<file path="config.mk">
export PLATFORM = sky130hd
export DESIGN_NAME = dma_top
export DESIGN_NICKNAME = d
export VERILOG_FILES = /design/src/source/dma_pkg.sv /design/src/source/dma_layer_regs.sv /design/src/source/dma_ctrl.sv /design/src/source/dma_fmi_loader.sv /design/src/source/dma_fmo_writer.sv /design/src/source/dma_top.sv
export VERILOG_INCLUDE_DIRS = /design/src /design/src/include
export SDC_FILE = /design/constraint.sdc
export NUM_CORES = 2
export LEC_CHECK = 0
export ABC_CLOCK_PERIOD_IN_PS = 8000
export BUFFER_PORTS_ARGS = -buffer_cell sky130_fd_sc_hd__buf_4
export CAP_MARGIN = 20
export CORE_MARGIN = 8
export CORE_UTILIZATION = 50
export DETAILED_ROUTE_END_ITERATION = 7
export GPL_ROUTABILITY_DRIVEN = 0
export MAX_ROUTING_LAYER = met4
export PLACE_DENSITY = 0.68
export SYNTH_ARGS = -nofsm -noshare
export SYNTH_HDL_FRONTEND = slang
export SYNTH_HIERARCHICAL = 1
export SYNTH_SLANG_ARGS = --single-unit
</file>
<file path="constraint.sdc">
create_clock -name clk -period 8 [get_ports clk]
set_clock_uncertainty 0.05 [all_clocks]
set_input_delay 0.8 -clock clk [delete_from_list [all_inputs] [get_ports clk]]
set_output_delay 0.8 -clock clk [all_outputs]
set_load 0.005 [all_outputs]
</file>
<file path="src/include/dma_params.svh">
// ##############################
// DMA engine parameters
// Widths, tile geometry, kernel size
// and the init record length
// ##############################

`ifndef DMA_PARAMS_SVH
`define DMA_PARAMS_SVH

// Bus and field widths
`define DMA_ADDR_W     32 // External word address
`define DMA_DATA_W     32 // Data word
`define DMA_DIM_W      8  // Spatial dimension
`define DMA_CH_W       11 // Channel count
`define DMA_BUF_ADDR_W 12 // Tile buffer address

// Input tile including halo
`define DMA_TIX 6
`define DMA_TIY 6

// Output tile at stride 1
`define DMA_TOX 4
`define DMA_TOY 4

// Kernel size, half of it is the halo width
`define DMA_NKX 3
`define DMA_NKY 3

`define DMA_INIT_WORDS 4 // Words in the layer record

`endif

</file>
<file path="src/source/dma_pkg.sv">
// ##############################
// DMA engine types
// Opcodes, controller states and
// the command and config records
// ##############################

`default_nettype none

`include "dma_params.svh"

package dma_pkg;

	// Operation codes, any other value is ignored
	typedef enum logic [2:0] {
		OP_INIT      = 3'd0,
		OP_LOAD_FMI  = 3'd1,
		OP_STORE_FMO = 3'd5
	} dma_op_e;

	// Controller FSM
	typedef enum logic [2:0] {
		IDLE,
		INIT_RD,  // Waiting on a record word
		INIT_WR,  // Record word goes to the register block
		RUN_FMI,  // Input tile walker busy
		RUN_FMO,  // Output tile walker busy
		FINISHED  // One cycle done pulse
	} dma_state_e;

	// Layer record as stored
	typedef struct packed {
		logic [`DMA_DIM_W-1:0]  nix;
		logic [`DMA_DIM_W-1:0]  niy;
		logic                   stride; // 0 for stride 1, 1 for stride 2
		logic [`DMA_CH_W-1:0]   nif;
		logic [`DMA_CH_W-1:0]   nof;
		logic [`DMA_ADDR_W-1:0] ifm_base;
		logic [`DMA_ADDR_W-1:0] ofm_base;
	} layer_cfg_t;

	// Geometry derived from the record
	typedef struct packed {
		logic [`DMA_DIM_W-1:0]  nox;
		logic [`DMA_DIM_W-1:0]  noy;
		logic [`DMA_DIM_W-1:0]  tox;
		logic [`DMA_DIM_W-1:0]  toy;
		logic [`DMA_ADDR_W-1:0] fmi_plane; // nix * niy
		logic [`DMA_ADDR_W-1:0] fmo_plane; // nox * noy
	} layer_geo_t;

	// External memory command
	typedef struct packed {
		logic                   rd_req; // Single cycle pulse
		logic                   wr;     // Single cycle strobe
		logic [`DMA_ADDR_W-1:0] addr;
		logic [`DMA_DATA_W-1:0] wdata;
	} ext_req_t;

	// Tile buffer command
	typedef struct packed {
		logic                       fmi_wr; // Input buffer write strobe
		logic                       fmo_rd; // Output buffer read enable, level
		logic [`DMA_BUF_ADDR_W-1:0] addr;
		logic [`DMA_DATA_W-1:0]     wdata;
	} buf_req_t;

endpackage

`default_nettype wire

</file>
<file path="src/source/dma_layer_regs.sv">
// ##############################
// Layer configuration registers
// Stores the init record and keeps
// the output geometry precomputed
// ##############################

`timescale 1ns/1ps
`default_nettype none

`include "dma_params.svh"

module dma_layer_regs (
	input  wire logic                   clk,
	input  wire logic                   rst,
	input  wire logic                   load_i,     // Capture strobe
	input  wire logic [1:0]             word_idx_i, // Which record word
	input  wire logic [`DMA_DATA_W-1:0] word_i,
	output dma_pkg::layer_cfg_t         cfg_o,
	output dma_pkg::layer_geo_t         geo_o
);

	dma_pkg::layer_cfg_t   cfg_q;
	dma_pkg::layer_geo_t   geo_q;
	logic [`DMA_DIM_W-1:0] nox_c, noy_c;

	// Output size halves at stride 2
	assign nox_c = cfg_q.nix >> cfg_q.stride;
	assign noy_c = cfg_q.niy >> cfg_q.stride;

	// Record capture, one field group per word
	always_ff @(posedge clk, posedge rst) begin
		if (rst) begin
			cfg_q <= '0;
		end else if (load_i) begin
			case (word_idx_i)
				2'd0: begin
					cfg_q.nix    <= word_i[7:0];
					cfg_q.niy    <= word_i[15:8];
					cfg_q.stride <= word_i[19];
				end
				2'd1: begin
					cfg_q.nif <= word_i[10:0];
					cfg_q.nof <= word_i[22:12];
				end
				2'd2: cfg_q.ifm_base <= word_i;
				default: cfg_q.ofm_base <= word_i;
			endcase
		end
	end

	// Registered geometry, keeps multipliers out of the walkers
	always_ff @(posedge clk, posedge rst) begin
		if (rst) begin
			geo_q <= '0;
		end else begin
			geo_q.nox <= nox_c;
			geo_q.noy <= noy_c;
			geo_q.tox <= `DMA_DIM_W'(`DMA_TOX) >> cfg_q.stride;
			geo_q.toy <= `DMA_DIM_W'(`DMA_TOY) >> cfg_q.stride;
			geo_q.fmi_plane <= `DMA_ADDR_W'(cfg_q.nix) * `DMA_ADDR_W'(cfg_q.niy);
			geo_q.fmo_plane <= `DMA_ADDR_W'(nox_c) * `DMA_ADDR_W'(noy_c);
		end
	end

	assign cfg_o = cfg_q;
	assign geo_o = geo_q;

endmodule

`default_nettype wire

</file>
<file path="src/source/dma_ctrl.sv">
// ##############################
// DMA controller
// Opcode decode, init record fetch,
// walker launch and port selection
// ##############################

`timescale 1ns/1ps
`default_nettype none

`include "dma_params.svh"

module dma_ctrl (
	input  wire logic                   clk,
	input  wire logic                   rst,
	input  wire logic                   start_i,
	input  wire dma_pkg::dma_op_e       op_i,
	input  wire logic [`DMA_DIM_W-1:0]  tx_i,
	input  wire logic [`DMA_DIM_W-1:0]  ty_i,
	input  wire logic                   ext_rvalid_i,
	input  wire logic [`DMA_DATA_W-1:0] ext_rdata_i,
	input  wire dma_pkg::ext_req_t      fmi_ext_i,   // Input walker command
	input  wire dma_pkg::ext_req_t      fmo_ext_i,   // Output walker command
	input  wire logic                   fmi_done_i,
	input  wire logic                   fmo_done_i,
	output logic                        load_o,      // To the layer registers
	output logic [1:0]                  word_idx_o,
	output logic [`DMA_DATA_W-1:0]      word_o,
	output logic                        fmi_start_o,
	output logic                        fmo_start_o,
	output logic [`DMA_DIM_W-1:0]       tile_x_o,
	output logic [`DMA_DIM_W-1:0]       tile_y_o,
	output dma_pkg::ext_req_t           ext_req_o,
	output logic                        done_o
);

	dma_pkg::dma_state_e    state_q, state_d;
	logic [1:0]             idx_q;  // Record word index, doubles as read address
	logic                   req_q;  // First cycle of INIT_RD
	logic [`DMA_DATA_W-1:0] data_q; // Returned record word

	// Next state
	always_comb begin
		state_d = state_q;
		case (state_q)
			dma_pkg::IDLE: begin
				if (start_i) begin
					case (op_i)
						dma_pkg::OP_INIT:      state_d = dma_pkg::INIT_RD;
						dma_pkg::OP_LOAD_FMI:  state_d = dma_pkg::RUN_FMI;
						dma_pkg::OP_STORE_FMO: state_d = dma_pkg::RUN_FMO;
						default:               state_d = dma_pkg::IDLE; // Unknown op dropped
					endcase
				end
			end
			dma_pkg::INIT_RD: if (ext_rvalid_i) state_d = dma_pkg::INIT_WR;
			dma_pkg::INIT_WR: begin
				if (idx_q == 2'(`DMA_INIT_WORDS - 1)) // Last record word
					state_d = dma_pkg::FINISHED;
				else
					state_d = dma_pkg::INIT_RD;
			end
			dma_pkg::RUN_FMI: if (fmi_done_i) state_d = dma_pkg::FINISHED;
			dma_pkg::RUN_FMO: if (fmo_done_i) state_d = dma_pkg::FINISHED;
			default: state_d = dma_pkg::IDLE; // FINISHED lasts one cycle
		endcase
	end

	always_ff @(posedge clk, posedge rst) begin
		if (rst) begin
			state_q <= dma_pkg::IDLE;
			idx_q   <= '0;
			req_q   <= 1'b0;
			data_q  <= '0;
		end else begin
			state_q <= state_d;
			// Request only on entry into INIT_RD
			req_q   <= (state_d == dma_pkg::INIT_RD) && (state_q != dma_pkg::INIT_RD);
			if (state_q == dma_pkg::IDLE)
				idx_q <= '0;
			else if (state_q == dma_pkg::INIT_WR)
				idx_q <= idx_q + 2'd1;
			if (state_q == dma_pkg::INIT_RD && ext_rvalid_i)
				data_q <= ext_rdata_i;
		end
	end

	// Record word handoff
	assign load_o     = (state_q == dma_pkg::INIT_WR);
	assign word_idx_o = idx_q;
	assign word_o     = data_q;

	// Walker launch, registered inside the walkers
	assign fmi_start_o = (state_q == dma_pkg::IDLE) && start_i && (op_i == dma_pkg::OP_LOAD_FMI);
	assign fmo_start_o = (state_q == dma_pkg::IDLE) && start_i && (op_i == dma_pkg::OP_STORE_FMO);
	assign tile_x_o    = tx_i;
	assign tile_y_o    = ty_i;

	// External port owner follows the state
	always_comb begin
		ext_req_o = '0;
		case (state_q)
			dma_pkg::INIT_RD: begin
				ext_req_o.rd_req = req_q;
				ext_req_o.addr   = `DMA_ADDR_W'(idx_q); // Record sits at address 0
			end
			dma_pkg::RUN_FMI: ext_req_o = fmi_ext_i;
			dma_pkg::RUN_FMO: ext_req_o = fmo_ext_i;
			default: ext_req_o = '0;
		endcase
	end

	assign done_o = (state_q == dma_pkg::FINISHED);

endmodule

`default_nettype wire

</file>
<file path="src/source/dma_fmi_loader.sv">
// ##############################
// Input tile loader
// Walks the padded input tile and
// fills the input buffer, zero pads
// ##############################

`timescale 1ns/1ps
`default_nettype none

`include "dma_params.svh"

module dma_fmi_loader (
	input  wire logic                       clk,
	input  wire logic                       rst,
	input  wire logic                       start_i,
	input  wire logic [`DMA_DIM_W-1:0]      tile_x_i, // Padded origin, 0 is halo
	input  wire logic [`DMA_DIM_W-1:0]      tile_y_i,
	input  wire dma_pkg::layer_cfg_t        cfg_i,
	input  wire dma_pkg::layer_geo_t        geo_i,
	input  wire logic                       ext_rvalid_i,
	input  wire logic [`DMA_DATA_W-1:0]     ext_rdata_i,
	output dma_pkg::ext_req_t               ext_o,
	output logic                            fmi_wr_o,
	output logic [`DMA_BUF_ADDR_W-1:0]      buf_addr_o,
	output logic [`DMA_DATA_W-1:0]          buf_wdata_o,
	output logic                            done_o
);

	typedef enum logic [1:0] {FI_IDLE, FI_RD, FI_WR, FI_DONE} fi_state_e;

	fi_state_e                  state_q;
	logic                       req_q;                     // First RD cycle
	logic [`DMA_DIM_W-1:0]      x_q, y_q;                  // Position in tile, 1 based
	logic [`DMA_CH_W-1:0]       c_q;                       // Channel, 1 based
	logic [`DMA_DIM_W-1:0]      tx_q, ty_q, tx0_q, ty0_q;  // Padded map position
	logic [`DMA_ADDR_W-1:0]     row_off_q, row_init_q;     // (ty-1) * nix
	logic [`DMA_ADDR_W-1:0]     ch_off_q;                  // (c-1) * fmi_plane
	logic [`DMA_BUF_ADDR_W-1:0] buf_row_q, buf_ch_q;
	logic [`DMA_DATA_W-1:0]     data_q;
	logic                       pad, row_end, col_end;

	// Halo or outside the map
	assign pad = (tx_q == '0) || (ty_q == '0) || (tx_q > cfg_i.nix) || (ty_q > cfg_i.niy);

	// Tile edge or right/bottom halo reached
	assign row_end = (x_q == `DMA_DIM_W'(`DMA_TIX)) ||
		(tx_q == cfg_i.nix + `DMA_DIM_W'(`DMA_NKX / 2));
	assign col_end = (y_q == `DMA_DIM_W'(`DMA_TIY)) ||
		(ty_q == cfg_i.niy + `DMA_DIM_W'(`DMA_NKY / 2));

	always_ff @(posedge clk, posedge rst) begin
		if (rst) begin
			state_q    <= FI_IDLE;
			req_q      <= 1'b0;
			x_q        <= '0;
			y_q        <= '0;
			c_q        <= '0;
			tx_q       <= '0;
			ty_q       <= '0;
			tx0_q      <= '0;
			ty0_q      <= '0;
			row_off_q  <= '0;
			row_init_q <= '0;
			ch_off_q   <= '0;
			buf_row_q  <= '0;
			buf_ch_q   <= '0;
			data_q     <= '0;
		end else begin
			req_q <= 1'b0;
			case (state_q)
				FI_IDLE: begin
					if (start_i) begin
						x_q   <= `DMA_DIM_W'(1);
						y_q   <= `DMA_DIM_W'(1);
						c_q   <= `DMA_CH_W'(1);
						tx_q  <= tile_x_i;
						ty_q  <= tile_y_i;
						tx0_q <= tile_x_i;
						ty0_q <= tile_y_i;
						// Top halo row has no memory row behind it
						if (tile_y_i == '0) begin
							row_init_q <= '0;
							row_off_q  <= '0;
						end else begin
							row_init_q <= `DMA_ADDR_W'(tile_y_i - 1'b1) * `DMA_ADDR_W'(cfg_i.nix);
							row_off_q  <= `DMA_ADDR_W'(tile_y_i - 1'b1) * `DMA_ADDR_W'(cfg_i.nix);
						end
						ch_off_q  <= '0;
						buf_row_q <= '0;
						buf_ch_q  <= '0;
						req_q     <= 1'b1;
						state_q   <= FI_RD;
					end
				end
				FI_RD: begin
					if (pad) begin // Zero without a read
						data_q  <= '0;
						state_q <= FI_WR;
					end else if (ext_rvalid_i) begin
						data_q  <= ext_rdata_i;
						state_q <= FI_WR;
					end
				end
				FI_WR: begin
					req_q   <= 1'b1;
					state_q <= FI_RD;
					if (row_end) begin
						x_q  <= `DMA_DIM_W'(1);
						tx_q <= tx0_q;
						if (col_end) begin
							y_q       <= `DMA_DIM_W'(1);
							ty_q      <= ty0_q;
							row_off_q <= row_init_q;
							buf_row_q <= '0;
							if (c_q == cfg_i.nif) begin // Last channel done
								req_q   <= 1'b0;
								state_q <= FI_DONE;
							end else begin
								c_q      <= c_q + 1'b1;
								ch_off_q <= ch_off_q + geo_i.fmi_plane;
								buf_ch_q <= buf_ch_q + `DMA_BUF_ADDR_W'(`DMA_TIX * `DMA_TIY);
							end
						end else begin
							y_q       <= y_q + 1'b1;
							ty_q      <= ty_q + 1'b1;
							buf_row_q <= buf_row_q + `DMA_BUF_ADDR_W'(`DMA_TIX);
							if (ty_q != '0) // Leaving the top halo keeps row 0
								row_off_q <= row_off_q + `DMA_ADDR_W'(cfg_i.nix);
						end
					end else begin
						x_q  <= x_q + 1'b1;
						tx_q <= tx_q + 1'b1;
					end
				end
				default: state_q <= FI_IDLE; // Done pulse
			endcase
		end
	end

	// Read request on the first RD cycle of a real pixel
	always_comb begin
		ext_o        = '0;
		ext_o.rd_req = (state_q == FI_RD) && req_q && !pad;
		ext_o.addr   = cfg_i.ifm_base + ch_off_q + row_off_q + `DMA_ADDR_W'(tx_q) - 1'b1;
	end

	assign fmi_wr_o    = (state_q == FI_WR);
	assign buf_addr_o  = buf_ch_q + buf_row_q + `DMA_BUF_ADDR_W'(x_q) - 1'b1;
	assign buf_wdata_o = data_q;
	assign done_o      = (state_q == FI_DONE);

endmodule

`default_nettype wire

</file>
<file path="src/source/dma_fmo_writer.sv">
// ##############################
// Output tile writer
// Flushes the output buffer tile
// to external memory
// ##############################

`timescale 1ns/1ps
`default_nettype none

`include "dma_params.svh"

module dma_fmo_writer (
	input  wire logic                   clk,
	input  wire logic                   rst,
	input  wire logic                   start_i,
	input  wire logic [`DMA_DIM_W-1:0]  tile_x_i, // Output origin, 1 based
	input  wire logic [`DMA_DIM_W-1:0]  tile_y_i,
	input  wire dma_pkg::layer_cfg_t    cfg_i,
	input  wire dma_pkg::layer_geo_t    geo_i,
	input  wire logic [`DMA_DATA_W-1:0] buf_rdata_i,
	output logic                        fmo_rd_o,
	output logic [`DMA_BUF_ADDR_W-1:0]  buf_addr_o,
	output dma_pkg::ext_req_t           ext_o,
	output logic                        done_o
);

	typedef enum logic [2:0] {FO_IDLE, FO_ADDR, FO_RD, FO_WR, FO_DONE} fo_state_e;

	fo_state_e                  state_q;
	logic [`DMA_DIM_W-1:0]      x_q, y_q;                 // Write position in tile
	logic [`DMA_CH_W-1:0]       c_q;
	logic [`DMA_DIM_W-1:0]      tx_q, ty_q, tx0_q, ty0_q; // Output map position
	logic [`DMA_ADDR_W-1:0]     row_off_q, row_init_q;    // (ty-1) * nox
	logic [`DMA_ADDR_W-1:0]     ch_off_q;                 // (c-1) * fmo_plane
	logic [`DMA_BUF_ADDR_W-1:0] buf_x_q, buf_row_q, buf_ch_q;
	logic [`DMA_DATA_W-1:0]     data_q;
	logic                       row_end, col_end;

	// Edges of the current element, shared by buffer and memory walks
	assign row_end = (x_q == geo_i.tox) || (tx_q == geo_i.nox);
	assign col_end = (y_q == geo_i.toy) || (ty_q == geo_i.noy);

	always_ff @(posedge clk, posedge rst) begin
		if (rst) begin
			state_q    <= FO_IDLE;
			x_q        <= '0;
			y_q        <= '0;
			c_q        <= '0;
			tx_q       <= '0;
			ty_q       <= '0;
			tx0_q      <= '0;
			ty0_q      <= '0;
			row_off_q  <= '0;
			row_init_q <= '0;
			ch_off_q   <= '0;
			buf_x_q    <= '0;
			buf_row_q  <= '0;
			buf_ch_q   <= '0;
			data_q     <= '0;
		end else begin
			case (state_q)
				FO_IDLE: begin
					if (start_i) begin
						x_q        <= `DMA_DIM_W'(1);
						y_q        <= `DMA_DIM_W'(1);
						c_q        <= `DMA_CH_W'(1);
						tx_q       <= tile_x_i;
						ty_q       <= tile_y_i;
						tx0_q      <= tile_x_i;
						ty0_q      <= tile_y_i;
						row_init_q <= `DMA_ADDR_W'(tile_y_i - 1'b1) * `DMA_ADDR_W'(geo_i.nox);
						row_off_q  <= `DMA_ADDR_W'(tile_y_i - 1'b1) * `DMA_ADDR_W'(geo_i.nox);
						ch_off_q   <= '0;
						buf_x_q    <= '0;
						buf_row_q  <= '0;
						buf_ch_q   <= '0;
						state_q    <= FO_ADDR;
					end
				end
				FO_ADDR: state_q <= FO_RD; // First buffer address out
				FO_RD: begin
					data_q  <= buf_rdata_i;
					state_q <= FO_WR;
					// Move the buffer address one element ahead
					if (row_end) begin
						buf_x_q <= '0;
						if (col_end) begin
							buf_row_q <= '0;
							buf_ch_q  <= buf_ch_q + `DMA_BUF_ADDR_W'(`DMA_TOX * `DMA_TOY);
						end else begin
							buf_row_q <= buf_row_q + `DMA_BUF_ADDR_W'(geo_i.tox);
						end
					end else begin
						buf_x_q <= buf_x_q + 1'b1;
					end
				end
				FO_WR: begin
					state_q <= FO_RD;
					if (row_end) begin
						x_q  <= `DMA_DIM_W'(1);
						tx_q <= tx0_q;
						if (col_end) begin
							y_q       <= `DMA_DIM_W'(1);
							ty_q      <= ty0_q;
							row_off_q <= row_init_q;
							if (c_q == cfg_i.nof) begin
								state_q <= FO_DONE;
							end else begin
								c_q      <= c_q + 1'b1;
								ch_off_q <= ch_off_q + geo_i.fmo_plane;
							end
						end else begin
							y_q       <= y_q + 1'b1;
							ty_q      <= ty_q + 1'b1;
							row_off_q <= row_off_q + `DMA_ADDR_W'(geo_i.nox);
						end
					end else begin
						x_q  <= x_q + 1'b1;
						tx_q <= tx_q + 1'b1;
					end
				end
				default: state_q <= FO_IDLE;
			endcase
		end
	end

	// Buffer read stays enabled for the whole flush
	assign fmo_rd_o   = (state_q == FO_ADDR) || (state_q == FO_RD) || (state_q == FO_WR);
	assign buf_addr_o = buf_ch_q + buf_row_q + buf_x_q;

	always_comb begin
		ext_o       = '0;
		ext_o.wr    = (state_q == FO_WR);
		ext_o.addr  = cfg_i.ofm_base + ch_off_q + row_off_q + `DMA_ADDR_W'(tx_q) - 1'b1;
		ext_o.wdata = data_q;
	end

	assign done_o = (state_q == FO_DONE);

endmodule

`default_nettype wire

</file>
<file path="src/source/dma_top.sv">
// ##############################
// DMA engine top
// Controller, layer registers and
// the two tile walkers
// ##############################

`timescale 1ns/1ps
`default_nettype none

`include "dma_params.svh"

module dma_top (
	input  wire logic                   clk,
	input  wire logic                   rst,
	input  wire logic                   start_i,
	input  wire dma_pkg::dma_op_e       op_i,
	input  wire logic [`DMA_DIM_W-1:0]  tx_i,
	input  wire logic [`DMA_DIM_W-1:0]  ty_i,
	input  wire logic                   ext_rvalid_i,
	input  wire logic [`DMA_DATA_W-1:0] ext_rdata_i,
	input  wire logic [`DMA_DATA_W-1:0] buf_rdata_i,
	output dma_pkg::ext_req_t           ext_req_o,
	output dma_pkg::buf_req_t           buf_req_o,
	output dma_pkg::layer_cfg_t         layer_cfg_o,
	output logic                        done_o
);

	logic                       load, fmi_start, fmo_start, fmi_done, fmo_done;
	logic [1:0]                 word_idx;
	logic [`DMA_DATA_W-1:0]     word, fmi_wdata;
	logic [`DMA_DIM_W-1:0]      tile_x, tile_y;
	dma_pkg::ext_req_t          fmi_ext, fmo_ext;
	dma_pkg::layer_cfg_t        cfg;
	dma_pkg::layer_geo_t        geo;
	logic                       fmi_wr, fmo_rd;
	logic [`DMA_BUF_ADDR_W-1:0] fmi_addr, fmo_addr;

	dma_ctrl i_dma_ctrl (
		.clk(clk), .rst(rst),
		.start_i(start_i), .op_i(op_i), .tx_i(tx_i), .ty_i(ty_i),
		.ext_rvalid_i(ext_rvalid_i), .ext_rdata_i(ext_rdata_i),
		.fmi_ext_i(fmi_ext), .fmo_ext_i(fmo_ext),
		.fmi_done_i(fmi_done), .fmo_done_i(fmo_done),
		.load_o(load), .word_idx_o(word_idx), .word_o(word),
		.fmi_start_o(fmi_start), .fmo_start_o(fmo_start),
		.tile_x_o(tile_x), .tile_y_o(tile_y),
		.ext_req_o(ext_req_o), .done_o(done_o)
	);

	dma_layer_regs i_dma_layer_regs (
		.clk(clk), .rst(rst),
		.load_i(load), .word_idx_i(word_idx), .word_i(word),
		.cfg_o(cfg), .geo_o(geo)
	);

	dma_fmi_loader i_dma_fmi_loader (
		.clk(clk), .rst(rst),
		.start_i(fmi_start), .tile_x_i(tile_x), .tile_y_i(tile_y),
		.cfg_i(cfg), .geo_i(geo),
		.ext_rvalid_i(ext_rvalid_i), .ext_rdata_i(ext_rdata_i),
		.ext_o(fmi_ext),
		.fmi_wr_o(fmi_wr), .buf_addr_o(fmi_addr), .buf_wdata_o(fmi_wdata),
		.done_o(fmi_done)
	);

	dma_fmo_writer i_dma_fmo_writer (
		.clk(clk), .rst(rst),
		.start_i(fmo_start), .tile_x_i(tile_x), .tile_y_i(tile_y),
		.cfg_i(cfg), .geo_i(geo),
		.buf_rdata_i(buf_rdata_i),
		.fmo_rd_o(fmo_rd), .buf_addr_o(fmo_addr),
		.ext_o(fmo_ext), .done_o(fmo_done)
	);

	assign layer_cfg_o = cfg; // Record for the main controller

	// Walkers never run together, output walker owns the address while reading
	assign buf_req_o = '{
		fmi_wr: fmi_wr,
		fmo_rd: fmo_rd,
		addr:   fmo_rd ? fmo_addr : fmi_addr,
		wdata:  fmi_wdata
	};

endmodule

`default_nettype wire

</file>
Yosys cells after proc, flatten, opt, wreduce, memory -nomap -nowiden
Cells that the tools add are included.
Word-level totals
  register bits: 637
  input port bits: 87
  output and inout bits: 216
Cells by class
  add/sub/neg operators: 36
  multipliers: 4
  magnitude comparators: 2
  equal/unequal tests: 41
  shifts and indexed selects: 3
  mux-type cells: 106
  bitwise gates (word level): 1
  reduce and logical (&&, ||, !) cells: 50
Operator list (number)
  2-to-1 mux 32 bit: 19
  one-hot mux 32 bit (2 select lines): 4
  2-to-1 mux 12 bit: 13
  2-to-1 mux 8 bit: 18
  adder 32 bit: 4
  adder 32 x 8 -> 32 bit: 4
  one-hot mux 8 bit (2 select lines): 8
  one-hot mux 12 bit (2 select lines): 5
  one-hot mux 32 bit (3 select lines): 1
  2-to-1 mux 11 bit: 8
  adder 8 x 1 -> 8 bit, second input constant: 10
  adder 32 x 16 -> 32 bit: 2
  multiplier 32 x 8 -> 32 bit: 2
  subtractor 32 x 1 -> 32 bit, second input constant: 2
  equality test 8 bit: 6
  one-hot mux 11 bit (2 select lines): 2
  adder 12 bit: 3
  multiplier 8 x 8 -> 16 bit: 2
  2-to-1 mux 3 bit: 9
  adder 12 x 8 -> 12 bit: 2
  zero test 8 bit: 3
  adder 11 x 1 -> 11 bit, second input constant: 2
  equality test 11 bit: 2
  AND reduction 2 bit: 11
  other kinds (39): 101

Logic depth before layout (Yosys ltp)
  word-level depth: 7
  mapped depth: 27
  mapped depth without buffers: 24

Cells and area by module
The synthesis kept the hierarchy.
By module, submodules not included
  dma_fmo_writer: instances 1, cells each 2353, area each 19960.4 um2, sequential area each 5555.3 um2
  dma_fmi_loader: instances 1, cells each 2255, area each 19389.8 um2, sequential area each 4929.7 um2
  dma_layer_regs: instances 1, cells each 871, area each 9907.0 um2, sequential area each 3828.7 um2
  dma_ctrl: instances 1, cells each 215, area each 2382.3 um2, sequential area each 950.9 um2
  dma_top: instances 1, cells each 15, area each 198.9 um2, sequential area each 0.0 um2

Worst setup path after synthesis
No wires, ideal clock.
  path type: input-to-reg
  start point: in ty_i[0]
  end point: reg i_dma_fmi_loader.row_off_q[17]
  setup time: 0.146 ns
  arrival time: 6.666 ns
  data required time: 7.804 ns
  setup slack: 1.138 ns
  stages: 27
  cells stage by stage: buf_4 clkbuf_1 inv_1 ha_1 nand2_1 or3_1 or3_1 clkbuf_1 buf_1 nor2_1 inv_1 fa_1 inv_1 fa_1 fa_1 inv_1 fa_1 inv_1 ha_1 nand2_1 o21ai_0 a31oi_1 o21ai_0 mux2i_1 o21ai_1 buf_2 o311ai_0
Between the ends
  word-level cells in the longest chain between the ends: 5
RTL lines
  start, declared: RTL line dma_top.sv:18  | input wire logic [`DMA_DIM_W-1:0] ty_i,
  subtractor 8 x 1 -> 9 bit: RTL line dma_fmi_loader.sv:86  | row_off_q <= `DMA_ADDR_W'(tile_y_i - 1'b1) * `DMA_ADDR_W'(cfg_i.nix);
  multiplier 32 x 8 -> 32 bit (no line)
  2-to-1 mux 32 bit *: RTL line dma_fmi_loader.sv:81  | if (tile_y_i == '0) begin
  2-to-1 mux 32 bit *: RTL line dma_fmi_loader.sv:72  | if (start_i) begin
  one-hot mux 32 bit (2 select lines) *: RTL line dma_fmi_loader.sv:70  | case (state_q)
  end signal, assigned: RTL line dma_fmi_loader.sv:86
  end signal, assigned: RTL line dma_fmi_loader.sv:113  | row_off_q <= row_init_q;
  end signal, assigned: RTL line dma_fmi_loader.sv:128  | row_off_q <= row_off_q + `DMA_ADDR_W'(cfg_i.nix);
  end, declared: RTL line dma_fmi_loader.sv:36  | logic [`DMA_ADDR_W-1:0] row_off_q, row_init_q;
Mark *: on every way between the ends. The rest lies on a longest branch, timed or not. The select of a mux whose other input is x is not followed.
A chain may end at the register's enable or synchronous reset.

==> qor.yml <==
outcome: "finished, final reports clean"
critical_path_class: "register to output pin"
cp_common_cell: "inv_1"
first_pass_iters: 6
tritoncts: "done"
crit_path_cell_trace: "inv_1, ha_1, inv_1, fa_1, inv_1, fa_1, inv_1, ha_1, inv_1, fa_1, nor2b_1, o21ai_1, a21boi_1, o311ai_4, o21ai_1, a31oi_1, nor3_1, o31ai_4, a211oi_1, a22o_1, buf_4"
required_ns: 7.15
max_stage_delay_ns: 0.84
clockRootBuffer: "clkbuf_16"
period_minus_slack_ns: 7.276
post_cts_buffers: 0
synth_edf_count: 0
reg2reg_from: "i_dma_layer_regs/cfg_o[98]"
synth.distinct_cells: 109
num_vias: 41800
die_area_um2: 114200
fin_ws_ns: 0.7241
async_flop_share_pct: 100.0
synth.avg_cell_area_um2: 9.080
syn_area_um2: 51840
path_clk_slew_ns: 0.06
tns_ns: 0
gr-usage-all-layers_pct: 27.19
multi_input_area_um2: 32670
dp_slack_ns: 0.7053
worstMarginPinSlew_ns: 1.067
layout_common_cells: "689 x inv_1, 679 x nand2_1, 610 x dfrtp_1"
cts_hold_buf: 0
synthCells: 5709
cp.arrival_ns: 6.43
grt_pass1_vias: 41090
drive_gt1_share_pct: 10.37
die_h_um: 338.0
core_um2: 103200
io_pins: 303
relSlewSlack_pct: 28.78
portBuffers: 302
area_delta_synth_final_pct: 11.16
ant_nets: 0
startpoint: "i_dma_fmi_loader/tx_q[1]"
max_freq_ghz: 0.1374
final-hold-violation-count: 0
drtIter0Drc: 3587
synthFlopType: "dfrtp_1"
cts_sinks: 610
period_share_pct: 90.95
drc: 0
hold_class: "input pin to asynchronous set/reset pin"
numCtsBuffers: 74
rrSetupSlack_ns: 2.28
maxSlewViolCount: 0
clockBufferDepth: 3
cp_max_fo: 6
crit_path_top_delay_cell: "a211oi_1"
setup_viol: 0
synth-seq-cells: 610
rows: 118
ff_latch_area_um2: 15260
grt_max_degree: 147
cp-end-kind: "output pin"
wl_um: 152400
whs_ns: 0.2010
grt_overflow: 0
fin_nets: 6767
cts.repair.resized: 0
final_common_cell: "inv_1"
clk_latency_ns: 0.65
seq_area_frac_synth_pct: 29.45
drv_cap: 0
routedWlPerCell_um: 20.73
start_kind: "register"
yosysWarnings: 6
rsz0062_at_grt: "false"
die_w_um: 338.0
place.detailed.hpwl_um: 117400
cts_max_level: 3
fillers: 9179
antenna_found_initial: 13
grt_pass1_wl_um: 237200
start_util_pct: 50.23
vias_per_cell: 5.684
-- routing by layer --
| layer | share of wire (%) | vias to the layer above | track usage [%] |
|---|---|---|---|
| met5 | 0 | - | - |
| met4 | 3.8 | 0 | 9.738 |
| met3 | 7.3 | 288 | 4.662 |
| met2 | 46 | 1424 | 42.25 |
| met1 | 43 | 20550 | 35.89 |
| li1 | - | 19540 | - |
-- cells by family after synthesis --
logic type / Yosys count / share of synthesized area, %
flops: 610 / 29.45
compound gates: 1183 / 15.20
buf+inv: 1017 / 8.267
xor+xnor: 340 / 5.744
mux: 189 / 4.098
simple gates: 1598 / 14.39
fa+ha+maj: 769 / 22.83
other cells: 3 / 0.02172
-- worst paths after layout --
check	to	depth (start not counted)
worst max-delay path	ext_req_o[63]	21
worst min-delay path	i_dma_fmi_loader/buf_wdata_o[11]	2
worst max register to register	i_dma_fmi_loader/row_off_q[30]	20
worst min register to register	i_dma_fmo_writer/data_q[15]	2
max in group asynchronous	i_dma_layer_regs/cfg_o[84]	3
min in group clk	i_dma_fmo_writer/data_q[22]	3
-- critical path, delay by kind of cell (launching register included) --
family,cells,cell delay [ns]
simple gates,2,0.64
fa+ha+maj,5,1.82
buf+inv,6,0.52
flops,1,0.46
compound gates,8,2.33
-- final cells by class --
cell class                      instances  area share, %
Tap cell                             1380          2.997
Clock buffer                          103          3.737
Sequential cell                       610          26.49
Inverter                              708          4.647
Timing Repair Buffer                  359          4.734
Antenna cell                            5        0.02171
Clock inverter                         30         0.6688
Multi-Input combinational cell       4158          56.70
-- through the flow --
step	area, um^2	util [%]	std cells
after global routing	57620	55.83	7353
final	57620	55.83	7353
after CTS	57580	55.80	7347
after detailed placement	55040	53.34	7214
after floorplan	52120	-	5785
after global placement	55040	53.33	7213
-- flip-flops by register name (all words and copies together) (netlist names), 18 cells and up --
signal and cells:
i_dma_fmo_writer/data_q 32, i_dma_fmi_loader/row_init_q 18, i_dma_layer_regs/geo_o 50, i_dma_fmi_loader/ch_off_q 32
i_dma_fmi_loader/row_off_q 32, i_dma_fmo_writer/row_init_q 32, i_dma_fmo_writer/row_off_q 32, i_dma_ctrl/word_o 32
i_dma_fmi_loader/buf_wdata_o 32, i_dma_fmo_writer/ch_off_q 32, i_dma_layer_regs/cfg_o 103
-- cell usage after synthesis, types with 13 or more instances --
| cell type | n | area share [%] |
|---|---|---|
| a211oi_1 | 45 | 0.65 |
| a21o_1 | 96 | 1.4 |
| a21oi_1 | 254 | 2.5 |
| a22o_1 | 118 | 2.0 |
| a31oi_1 | 38 | 0.46 |
| and2_1 | 117 | 1.4 |
| and3_1 | 45 | 0.54 |
| buf_1 | 15 | 0.11 |
| buf_2 | 50 | 0.48 |
| buf_4 | 100 | 1.4 |
| clkbuf_1 | 140 | 1.0 |
| dfrtp_1 | 610 | 29 |
| fa_1 | 295 | 11 |
| ha_1 | 474 | 11 |
| inv_1 | 693 | 5.0 |
| mux2_1 | 103 | 2.2 |
| mux2_2 | 43 | 0.93 |
| mux2i_1 | 33 | 0.64 |
| nand2_1 | 680 | 4.9 |
| nand2b_1 | 43 | 0.52 |
| nand3_1 | 117 | 1.1 |
| nand4_1 | 50 | 0.60 |
| nor2_1 | 301 | 2.2 |
| nor2b_1 | 56 | 0.68 |
| nor3_1 | 70 | 0.68 |
| nor4_1 | 25 | 0.30 |
| o211ai_1 | 42 | 0.61 |
| o21a_1 | 41 | 0.59 |
| o21ai_0 | 293 | 2.8 |
| o21ai_1 | 14 | 0.14 |
| o21bai_1 | 25 | 0.36 |
| o31ai_1 | 53 | 0.77 |
| or2_2 | 13 | 0.16 |
| or3_1 | 22 | 0.27 |
| xnor2_1 | 229 | 3.9 |
| xor2_1 | 111 | 1.9 |
Power is left out: the tool's default activity adds up to more than one toggle a clock period on the data nets, which glitch-free logic cannot reach.
